<file path="config.mk">
export PLATFORM = sky130hd
export DESIGN_NAME = controlUnit
export DESIGN_NICKNAME = d
export VERILOG_FILES = /design/src/armIsaPkg.sv /design/src/ctrlPkg.sv /design/src/condCheck.sv /design/src/condLogic.sv /design/src/decoder.sv /design/src/controlUnit.sv
export SDC_FILE = /design/constraint.sdc
export NUM_CORES = 1
export LEC_CHECK = 0
export BUFFER_PORTS_ARGS = -buffer_cell sky130_fd_sc_hd__buf_2
export CORE_MARGIN = 2
export CORE_UTILIZATION = 41
export DETAILED_ROUTE_END_ITERATION = 10
export PLACE_DENSITY = 0.85
export SLEW_MARGIN = 25
export SYNTH_ARGS = -nofsm -noshare
export SYNTH_HDL_FRONTEND = slang
export SYNTH_SLANG_ARGS = --single-unit
</file>
<file path="constraint.sdc">
create_clock -name clk -period 2.89 [get_ports clk]
set_input_delay 0.578 -clock clk [delete_from_list [all_inputs] [get_ports clk]]
set_output_delay 0.578 -clock clk [all_outputs]
set_load 0.05 [all_outputs]
</file>
<file path="src/armIsaPkg.sv">
`default_nettype none

package armIsaPkg;

	// data-processing opcodes in instruction bit order 24:21
	// the ALU takes the same code
	typedef enum logic [3:0] {
		AND = 4'h0,
		EOR = 4'h1,
		SUB = 4'h2,
		RSB = 4'h3,
		ADD = 4'h4,
		ADC = 4'h5,
		SBC = 4'h6,
		RSC = 4'h7,
		TST = 4'h8,
		TEQ = 4'h9,
		CMP = 4'ha,
		CMN = 4'hb,
		ORR = 4'hc,
		MOV = 4'hd,
		BIC = 4'he,
		MVN = 4'hf
	} dpOpcode;

	// 0..3 follow the instruction's shift field
	typedef enum logic [2:0] {
		LSL  = 3'h0,
		LSR  = 3'h1,
		ASR  = 3'h2,
		ROR  = 3'h3,
		RRX  = 3'h4, // ROR with amount 0
		PASS = 3'h5  // operand goes through untouched
	} shiftType;

	// 4'b1111 has no name here, the checker treats it as never
	typedef enum logic [3:0] {
		EQ = 4'h0,
		NE = 4'h1,
		CS = 4'h2,
		CC = 4'h3,
		MI = 4'h4,
		PL = 4'h5,
		VS = 4'h6,
		VC = 4'h7,
		HI = 4'h8,
		LS = 4'h9,
		GE = 4'ha,
		LT = 4'hb,
		GT = 4'hc,
		LE = 4'hd,
		AL = 4'he
	} condCode;

	// bit positions inside NZCV
	localparam int flagNeg = 3;
	localparam int flagZer = 2;
	localparam int flagCar = 1;
	localparam int flagOvf = 0;

	localparam logic [3:0] pcReg = 4'd15; // r15 is the PC

endpackage

`default_nettype wire

</file>
<file path="src/ctrlPkg.sv">
`default_nettype none

package ctrlPkg;

	// access size seen by the data memory
	typedef enum logic [1:0] {
		BYTE = 2'b00,
		HALF = 2'b01,
		WORD = 2'b10
	} memWidth;

	// how the extender builds the immediate
	typedef enum logic [1:0] {
		IMM8ROT   = 2'b00, // data processing, imm8 with rotate
		IMM12     = 2'b01, // LDR/STR offset
		IMM24     = 2'b10, // branch offset
		IMMSPLIT8 = 2'b11  // halfword forms, bits 11:8 and 3:0
	} immSrcSel;

	localparam int memSelectW = 3; // {signed, memWidth}
	localparam int regSrcW = 2;

	// regSrc bit 0 reads r15 as Rn, bit 1 reads Rd as the second operand
	localparam logic [regSrcW-1:0] regSrcPc = 2'b01;
	localparam logic [regSrcW-1:0] regSrcStore = 2'b10;

endpackage

`default_nettype wire

</file>
<file path="src/condCheck.sv">
`timescale 1ns/10ps
`default_nettype none

module condCheck
	import armIsaPkg::*;
(
	input  condCode    cond,
	input  logic [3:0] flags, // NZCV
	output logic       condEx
);

	logic neg;
	logic zer;
	logic car;
	logic ovf;
	logic ge; // N == V

	assign neg = flags[flagNeg];
	assign zer = flags[flagZer];
	assign car = flags[flagCar];
	assign ovf = flags[flagOvf];
	assign ge  = ~(neg ^ ovf);

	always_comb begin
		case (cond)
			EQ: condEx = zer;
			NE: condEx = ~zer;
			CS: condEx = car;
			CC: condEx = ~car;
			MI: condEx = neg;
			PL: condEx = ~neg;
			VS: condEx = ovf;
			VC: condEx = ~ovf;
			HI: condEx = car & ~zer;
			LS: condEx = ~car | zer;
			GE: condEx = ge;
			LT: condEx = ~ge;
			GT: condEx = ~zer & ge;
			LE: condEx = zer | ~ge;
			AL: condEx = 1'b1;
			default: condEx = 1'b0; // 4'b1111, never
		endcase
	end

endmodule

`default_nettype wire

</file>
<file path="src/condLogic.sv">
`timescale 1ns/10ps
`default_nettype none

module condLogic
	import armIsaPkg::*;
(
	input  logic       clk,
	input  logic       rstN,
	input  condCode    cond,
	input  logic [3:0] flagW,
	input  logic       pcs,
	input  logic       regW,
	input  logic       memW,
	input  logic [3:0] aluFlags, // NZCV of the current instruction
	output logic       pcSrc,
	output logic       regWrite,
	output logic       memWrite
);

	logic [3:0] flags;     // stored NZCV
	logic [3:0] flagWrite; // mask after condition
	logic condEx;

	condCheck condCheck_i (
		.cond   (cond),
		.flags  (flags),
		.condEx (condEx)
	);

	assign flagWrite = flagW & {4{condEx}};

	// each flag loads on its own enable
	always_ff @(posedge clk or negedge rstN) begin
		if (!rstN) begin
			flags <= '0;
		end else begin
			flags <= (flags & ~flagWrite) | (aluFlags & flagWrite);
		end
	end

	// a failed condition turns the instruction into a no-op
	assign pcSrc    = pcs & condEx;
	assign regWrite = regW & condEx;
	assign memWrite = memW & condEx;

	// unwritten flags hold across the edge
	assert property (@(posedge clk) disable iff (!rstN)
		flagWrite == 4'b0000 |=> flags == $past(flags))
		else $error("condLogic: flags changed without a write");

endmodule

`default_nettype wire

</file>
<file path="src/decoder.sv">
`timescale 1ns/10ps
`default_nettype none

module decoder
	import armIsaPkg::*;
	import ctrlPkg::*;
(
	input  logic [1:0]            op,
	input  logic [5:0]            funct,
	input  logic [3:0]            rd,
	input  logic [11:4]           instrMid,
	output logic [3:0]            flagW, // per-flag write mask, NZCV
	output logic                  pcs,
	output logic                  regW,
	output logic                  memW,
	output logic                  memToReg,
	output logic                  aluSrc,
	output logic                  linkSelect,
	output immSrcSel              immSrc,
	output logic [regSrcW-1:0]    regSrc,
	output dpOpcode               aluControl,
	output shiftType              shiftOp,
	output logic                  registerShift,
	output logic [memSelectW-1:0] memSelect
);

	logic branch;
	logic aluOp;      // data processing, ALU decoder takes funct
	logic regWRaw;    // before masking of compares
	logic isCompare;
	logic loadSigned;
	memWidth width;
	logic extraMem;   // halfword and signed loads/stores
	dpOpcode opc;

	assign opc = dpOpcode'(funct[4:1]);

	// bits 7 and 4 both set in the register space of op 00
	assign extraMem = ~funct[5] & instrMid[7] & instrMid[4];

	// shift amount comes from Rs
	assign registerShift = (op == 2'b00) & ~funct[5] & instrMid[4] & ~instrMid[7];

	assign memSelect = {loadSigned, width};

	// main decoder
	always_comb begin
		regSrc     = '0;
		immSrc     = IMM8ROT;
		aluSrc     = 1'b0;
		memToReg   = 1'b0;
		regWRaw    = 1'b0;
		memW       = 1'b0;
		branch     = 1'b0;
		aluOp      = 1'b0;
		linkSelect = 1'b0;
		isCompare  = 1'b0;
		shiftOp    = PASS;
		loadSigned = 1'b0;
		width      = WORD;
		case (op)
			2'b00: begin
				if (extraMem) begin
					immSrc = IMMSPLIT8;
					aluSrc = 1'b1;
					if (instrMid[5]) begin // LDRH, STRH, LDRSH
						width      = HALF;
						loadSigned = instrMid[6];
					end else begin // SH = 10, LDRSB
						width      = BYTE;
						loadSigned = 1'b1;
					end
					if (funct[0]) begin
						memToReg = 1'b1;
						regWRaw  = 1'b1;
					end else begin
						memW   = 1'b1;
						regSrc = regSrcStore;
					end
				end else begin
					aluOp     = 1'b1;
					regWRaw   = 1'b1;
					isCompare = (funct[4:3] == 2'b10); // TST TEQ CMP CMN
					if (funct[5]) begin
						aluSrc  = 1'b1;
						shiftOp = ROR; // imm8 rotated right by 2*rot
					end else if (instrMid[11:7] == 5'd0 && !instrMid[4] &&
							instrMid[6:5] == 2'b11) begin
						shiftOp = RRX;
					end else begin
						shiftOp = shiftType'({1'b0, instrMid[6:5]});
					end
				end
			end
			2'b01: begin
				immSrc = IMM12;
				aluSrc = 1'b1;
				width  = funct[2] ? BYTE : WORD; // B bit
				if (funct[0]) begin // load
					memToReg = 1'b1;
					regWRaw  = 1'b1;
				end else begin
					memW   = 1'b1;
					regSrc = regSrcStore;
				end
			end
			2'b10: begin
				branch = 1'b1;
				regSrc = regSrcPc;
				immSrc = IMM24;
				aluSrc = 1'b1;
				if (funct[4]) begin // BL writes return address to lr
					regWRaw    = 1'b1;
					linkSelect = 1'b1;
				end
			end
			default: begin
				// coprocessor space, nothing is enabled
			end
		endcase
	end

	// ALU decoder
	always_comb begin
		aluControl = ADD; // address and branch target adds
		flagW      = '0;
		if (aluOp) begin
			aluControl     = opc;
			flagW[flagNeg] = funct[0];
			flagW[flagZer] = funct[0];
			flagW[flagCar] = funct[0];
			case (opc)
				ADD, SUB, RSB, ADC, SBC, RSC: flagW[flagOvf] = funct[0];
				TST, TEQ: begin
					flagW[flagNeg] = 1'b1;
					flagW[flagZer] = 1'b1;
					flagW[flagCar] = 1'b1;
				end
				CMP, CMN: flagW = 4'b1111;
				default: flagW[flagOvf] = 1'b0; // logical ops keep V
			endcase
		end
	end

	assign regW = regWRaw & ~isCompare;

	// PC logic
	assign pcs = branch | (regW & (rd == pcReg));

	always_comb begin
		assert final (!(memW && memToReg))
			else $error("decoder: memW and memToReg high together");
		assert final (!linkSelect || pcs)
			else $error("decoder: linkSelect without pcs");
	end

endmodule

`default_nettype wire

</file>
<file path="src/controlUnit.sv">
`timescale 1ns/10ps
`default_nettype none

module controlUnit
	import armIsaPkg::*;
	import ctrlPkg::*;
(
	input  logic                  clk,
	input  logic                  rstN,
	input  logic [31:0]           instr,
	input  logic [3:0]            aluFlags,
	output logic                  pcSrc,
	output logic                  regWrite,
	output logic                  memWrite,
	output logic                  memToReg,
	output logic                  aluSrc,
	output logic                  linkSelect,
	output immSrcSel              immSrc,
	output logic [regSrcW-1:0]    regSrc,
	output dpOpcode               aluControl,
	output shiftType              shiftOp,
	output logic                  registerShift,
	output logic [memSelectW-1:0] memSelect
);

	condCode cond;
	logic [1:0] op;
	logic [5:0] funct;
	logic [3:0] rd;
	logic [11:4] instrMid; // shift and halfword fields
	logic [3:0] flagW;
	logic pcs;
	logic regW;
	logic memW;

	assign cond     = condCode'(instr[31:28]);
	assign op       = instr[27:26];
	assign funct    = instr[25:20];
	assign rd       = instr[15:12];
	assign instrMid = instr[11:4];

	decoder decoder_i (
		.op            (op),
		.funct         (funct),
		.rd            (rd),
		.instrMid      (instrMid),
		.flagW         (flagW),
		.pcs           (pcs),
		.regW          (regW),
		.memW          (memW),
		.memToReg      (memToReg),
		.aluSrc        (aluSrc),
		.linkSelect    (linkSelect),
		.immSrc        (immSrc),
		.regSrc        (regSrc),
		.aluControl    (aluControl),
		.shiftOp       (shiftOp),
		.registerShift (registerShift),
		.memSelect     (memSelect)
	);

	condLogic condLogic_i (
		.clk      (clk),
		.rstN     (rstN),
		.cond     (cond),
		.flagW    (flagW),
		.pcs      (pcs),
		.regW     (regW),
		.memW     (memW),
		.aluFlags (aluFlags),
		.pcSrc    (pcSrc),
		.regWrite (regWrite),
		.memWrite (memWrite)
	);

endmodule

`default_nettype wire

</file>
# Word level (Yosys, flattened, before mapping)
# Cells that the tools add are included.
op_classes:
  addsub: 0
  n_mul: 0
  div: 0
  n_lt_le_gt_ge: 0
  n_eq_ne: 29
  shift: 0
  mux: 39
  n_bitwise: 29
  n_reduce_logical: 10
ops:
  columns: ["op", "n"]
  rows:
  - ["== test 4 bit (second input constant)", 12]
  - ["== test 4 x 3 -> 1 bit (second input constant)", 8]
  - ["2-to-1 mux 1 bit", 18]
  - ["== test 4 x 2 -> 1 bit (second input constant)", 4]
  - ["2-to-1 mux 3 bit", 5]
  - ["one-hot mux 1 bit (15 select lines)", 1]
  - ["AND 1 bit", 12]
  - ["AND 4 bit", 3]
  - ["one-hot mux 2 bit (3 select lines)", 2]
  - ["2-to-1 mux 2 bit", 5]
  - ["2-to-1 mux 4 bit", 2]
  - ["NOT 1 bit", 8]
  - ["one-hot mux 1 bit (2 select lines)", 4]
  - ["== test 2 bit (second input constant)", 3]
  - ["OR reduction 6 bit", 1]
  - ["zero test 5 bit", 1]
  - ["== test 4 x 1 -> 1 bit (second input constant)", 1]
  - ["zero test 4 bit", 1]
  - ["NOT 4 bit", 1]
  - ["OR 4 bit", 1]
  - ["one-hot mux 2 bit (2 select lines)", 1]
  - ["OR reduction 2 bit", 2]
  - ["OR reduction 4 bit", 1]
  - ["OR 1 bit", 3]
  - ["6 further kinds", 7]
word_totals:
  reg_bits: 4
  latchBits: 0
  mem_bits_rw: 0
  romBits: 0
  input_bits: 38
  mem_count: 0

# Depth between registers and ports, before layout
depth:
  depth_word: 10
  mapped_depth: 8

# Cells and area by module
# Synthesis repeated with hierarchy kept, for this count alone.
unflattened:
  cells_unflattened: 100
  area_unflattened_um2: 779.5
by_module_without_submodules:
  columns: ["module", "n_inst", "cells_per_inst", "area_per_inst_um2"]
  rows:
  - ["decoder", 1, 57, 387.9]
  - ["condLogic", 1, 15, 197.7]
  - ["condCheck", 1, 28, 193.9]

# Worst setup path after synthesis
# OpenSTA, ideal clock, no wires.
synth_timing:
  path_kind: "in2out"
  start: "input instr[8]"
  end: "output shiftOp[1]"
  t_arrival_ns: 3.337
  t_required_ns: 2.312
  setup_slack_ns: -1.025
  cell_stages: 4
  path_buffers: 0
  cell_sequence: "nor4_1 nand3b_1 o41ai_1 nor2_1"
synth_via:
  elab_chain_len: 7
synth_lines:
  columns: ["item", "line", "text"]
  rows:
  - ["from (decl)", "controlUnit.sv:10", "input logic [31:0] instr,"]
  - ["zero test 5 bit", "decoder.sv:87", "end else if (instrMid[11:7] == 5'd0 && !instrMid[4] &&"]
  - ["logical AND 1 bit (2 in a row)", "decoder.sv:87", null]
  - ["2-to-1 mux 3 bit", "decoder.sv:87", null]
  - ["2-to-1 mux 3 bit", "decoder.sv:84", "if (funct[5]) begin"]
  - ["2-to-1 mux 3 bit", "decoder.sv:63", "if (extraMem) begin"]
  - ["2-to-1 mux 3 bit", "decoder.sv:61", "case (op)"]
  - ["to (decl)", "controlUnit.sv:21", "output shiftType shiftOp,"]
# Every way passes these cells.

# Worst setup path in the final report
layout_timing:
  start: "input instr[26]"
  end: "output memWrite"
layout_via:
  elab_chain_len: 3
  elab_cells_between_ends: 4
  cone_classes: "eq/ne: 1; mux: 1; bitwise: 1; reduce/logical: 1"
layout_lines:
  columns: ["item", "line", "text"]
  rows:
  - ["== test 2 x 1 -> 1 bit or zero test 2 bit (tied branches)", "decoder.sv:61", null]
  - ["one-hot mux 1 bit (2 select lines) *", "decoder.sv:61", null]
  - ["AND 1 bit *", "condLogic.sv:44", "assign memWrite = memW & condEx;"]
  - ["to (decl)", "controlUnit.sv:14", "output logic memWrite,"]
# Every way passes the cells marked *; elsewhere a longest branch is shown, timed or not.

==> impl_metrics.ini <==
[sta]
tightest_slew_ns = 0.4329
timing.slew.headroom_pct = 70.69
fin_crit_ns = 2.689
drv_slew = 0
finalCritPeriodShare_pct = 93.05
skew_ns = 0.00007147
hold_viol = 0
fin_ws_ns = 0.2007
setup_violations = 0
rsz0062_at_grt = no
finalSetupTns_ns = 0
max_freq_ghz = 0.3718

[detailed_routing]
vias_per_cell = 5.418
drt_iter0_markers = 14
wl_um = 2031
via_count = 856
route.detailed.drc = 0
ant_nets = 0
wl_per_cell_um = 12.85
dr.pass1.iters = 4

[power_and_ir_drop]
power-per-cell-area_nw_per_um2 = 432.0
ir_drop_mv = 0.2701
leakage_uw = 0.0005378

[finish]
layout.nets = 186
diodes = 0
stdcell_count = 158
nFillCells = 157
drive_above_1_share_pct = 43.97
area_growth_pct = 42.93
fin_area_um2 = 1012
postLayoutCoreUtil_pct = 60.60
seq_area_um2 = 100.1
multi_input_area_um2 = 591.8

[cts]
cts_hold_buf = 0
post_cts.repair.setup_buffers = 0
root_buffer = clkbuf_4
cts_buffers = 3
cts_tree = yes
clockBufferDepth = 2
htreeDepth = 1
clkTransAtPathRegs_ns = 0.04
post_cts_resized = 0
clk_latency_ns = 0.23
cts.sinks = 4

[logic_synthesis]
synth_area_um2 = 708.2
ys_seq_elements = 4
ys_warn_count = 0
avgSynthCellArea_um2 = 7.869
synthTopCellsByArea = dfrtp_1 (14%), ha_1 (8.8%), mux2_1 (8.0%)
synth_fp_nets = 133
synth.top_cell.area_share_pct = 14.13
synth-seq-area-share_pct = 14.13
ys_types = 37
synth_cells = 90
synth_area_leader_cell = dfrtp_1

[floorplanning]
die_w_um = 45.56
start_util_pct = 42.40
die_area_um2 = 2076
die_height_um = 45.56
rows = 15
io_pins = 59
core_area_um2 = 1670

[global_route]
grt_max_degree = 10
grt-ovfl-total = 0
antenna_found_initial = 0
grtUsageTotal_pct = 19.92
grt_pass1_vias = 769
grt_pass1_wl_um = 3084

[placed_design]
post-place-ws_ns = 0.2421
port_buffers = 50
place_inst = 155
place_area_um2 = 989.7
routabilityCongestion = 0.8266
dpl.hpwl_um = 1722

[critical_path]
crit_path_end_kind = output pin
cp.arrival_ns = 2.11
worstPathMaxFanout = 5
cp-start-kind = input port
cp.required_ns = 2.31
crit_type = in2out

[outcome]
status = complete, no violations

[flow_run]
cap_violations = 0

[min_path]
hold_class = in2async
## cell usage after synthesis, drive strengths merged
cell type and instances:
a211o 1, a21oi 4, a22oi 1, a41oi 1, and2 4, and3 1, and3b 1, buf 2
clkbuf 1, dfrtp 4, ha 5, inv 5, mux2 5, mux2i 5, nand2 5, nand2b 5
nand3 1, nand3b 1, nand4 1, nor2 11, nor2b 4, nor3 4, nor3b 1, nor4 1
nor4b 1, o211ai 1, o21a 3, o21ai 2, o221ai 1, o22ai 1, o311ai 1, o41ai 1
or2 1, xnor2 3, xor2 1
## power by group
| part | total, µW | switching (µW) | internal (µW) |
|---|---|---|---|
| Sequential | 106 | 26.8 | 78.8 |
| Combinational | 265 | 156 | 108 |
| Clock | 67.2 | 20.9 | 46.3 |
## critical path, cell delays in order
cell	delay, ns
buf_2	0.12
inv_1	0.15
ha_1	0.24
nor2b_1	0.28
and3_1	0.22
nor2_1	0.08
nor3_2	0.15
buf_2	0.28
## cell families after synthesis
logic type	count (synthesis)	synth area share [%]
flip-flops	4	14.13
AO/OA/AOI/OAI	17	18.55
adder cells (fa/ha/maj)	5	8.834
buffers and inverters	8	5.830
XOR/XNOR	4	4.948
AND/OR/NAND/NOR	42	32.69
multiplexers	10	15.02
## per-stage QoR
stage / hold WS [ns] / power (µW)
after floorplan: 0.2824 / 298.6
final: 0.1425 / 437.3
after detailed placement: 0.3829 / 372.0
after global routing: 0.1378 / 466.5
after CTS: 0.1376 / 443.1
after global placement: 0.3809 / 354.8
## metal layers
layer | vias up | wire (µm) | global-route usage [%]
li1 | 423 | - | -
met5 | - | 0 | 0
met4 | 0 | 39 | 11.18
met1 | 393 | 776 | 20.33
met3 | 4 | 92 | 2.778
met2 | 36 | 1122 | 37.75
## layout by cell type (no fill, tap or decap), types with 4 or more instances in the layout
cell / netlist / final
a21oi_1: 4 / 4
and2_1: 4 / 4
buf_2: 0 / 50
dfrtp_1: 4 / 4
ha_1: 5 / 5
inv_1: 5 / 5
mux2_1: 5 / 5
mux2i_1: 5 / 5
nand2_1: 5 / 5
nand2b_1: 5 / 5
nor2_1: 10 / 9
nor2b_1: 4 / 4
## final timing paths
kind	cells past startpoint	slack, ns	startpoint	endpoint
min in group clk	1	0.54	register	register
min reg2reg	1	0.54	register	register
max in group asynchronous	1	2.63	rstN	asynchronous set/reset pin
min	1	0.14	rstN	asynchronous set/reset pin
max reg2reg	6	0.85	register	register
max	8	0.20	instr[26]	memWrite
## layout make-up
cell class / count / area share, %
inverter: 5 / 1.854
sequential: 4 / 9.889
tap: 17 / 2.101
multi-input combinational: 78 / 58.47
clock buffer: 3 / 2.225
timing repair buffer: 51 / 25.46
Note: power is estimated with default switching activity, not from simulation.
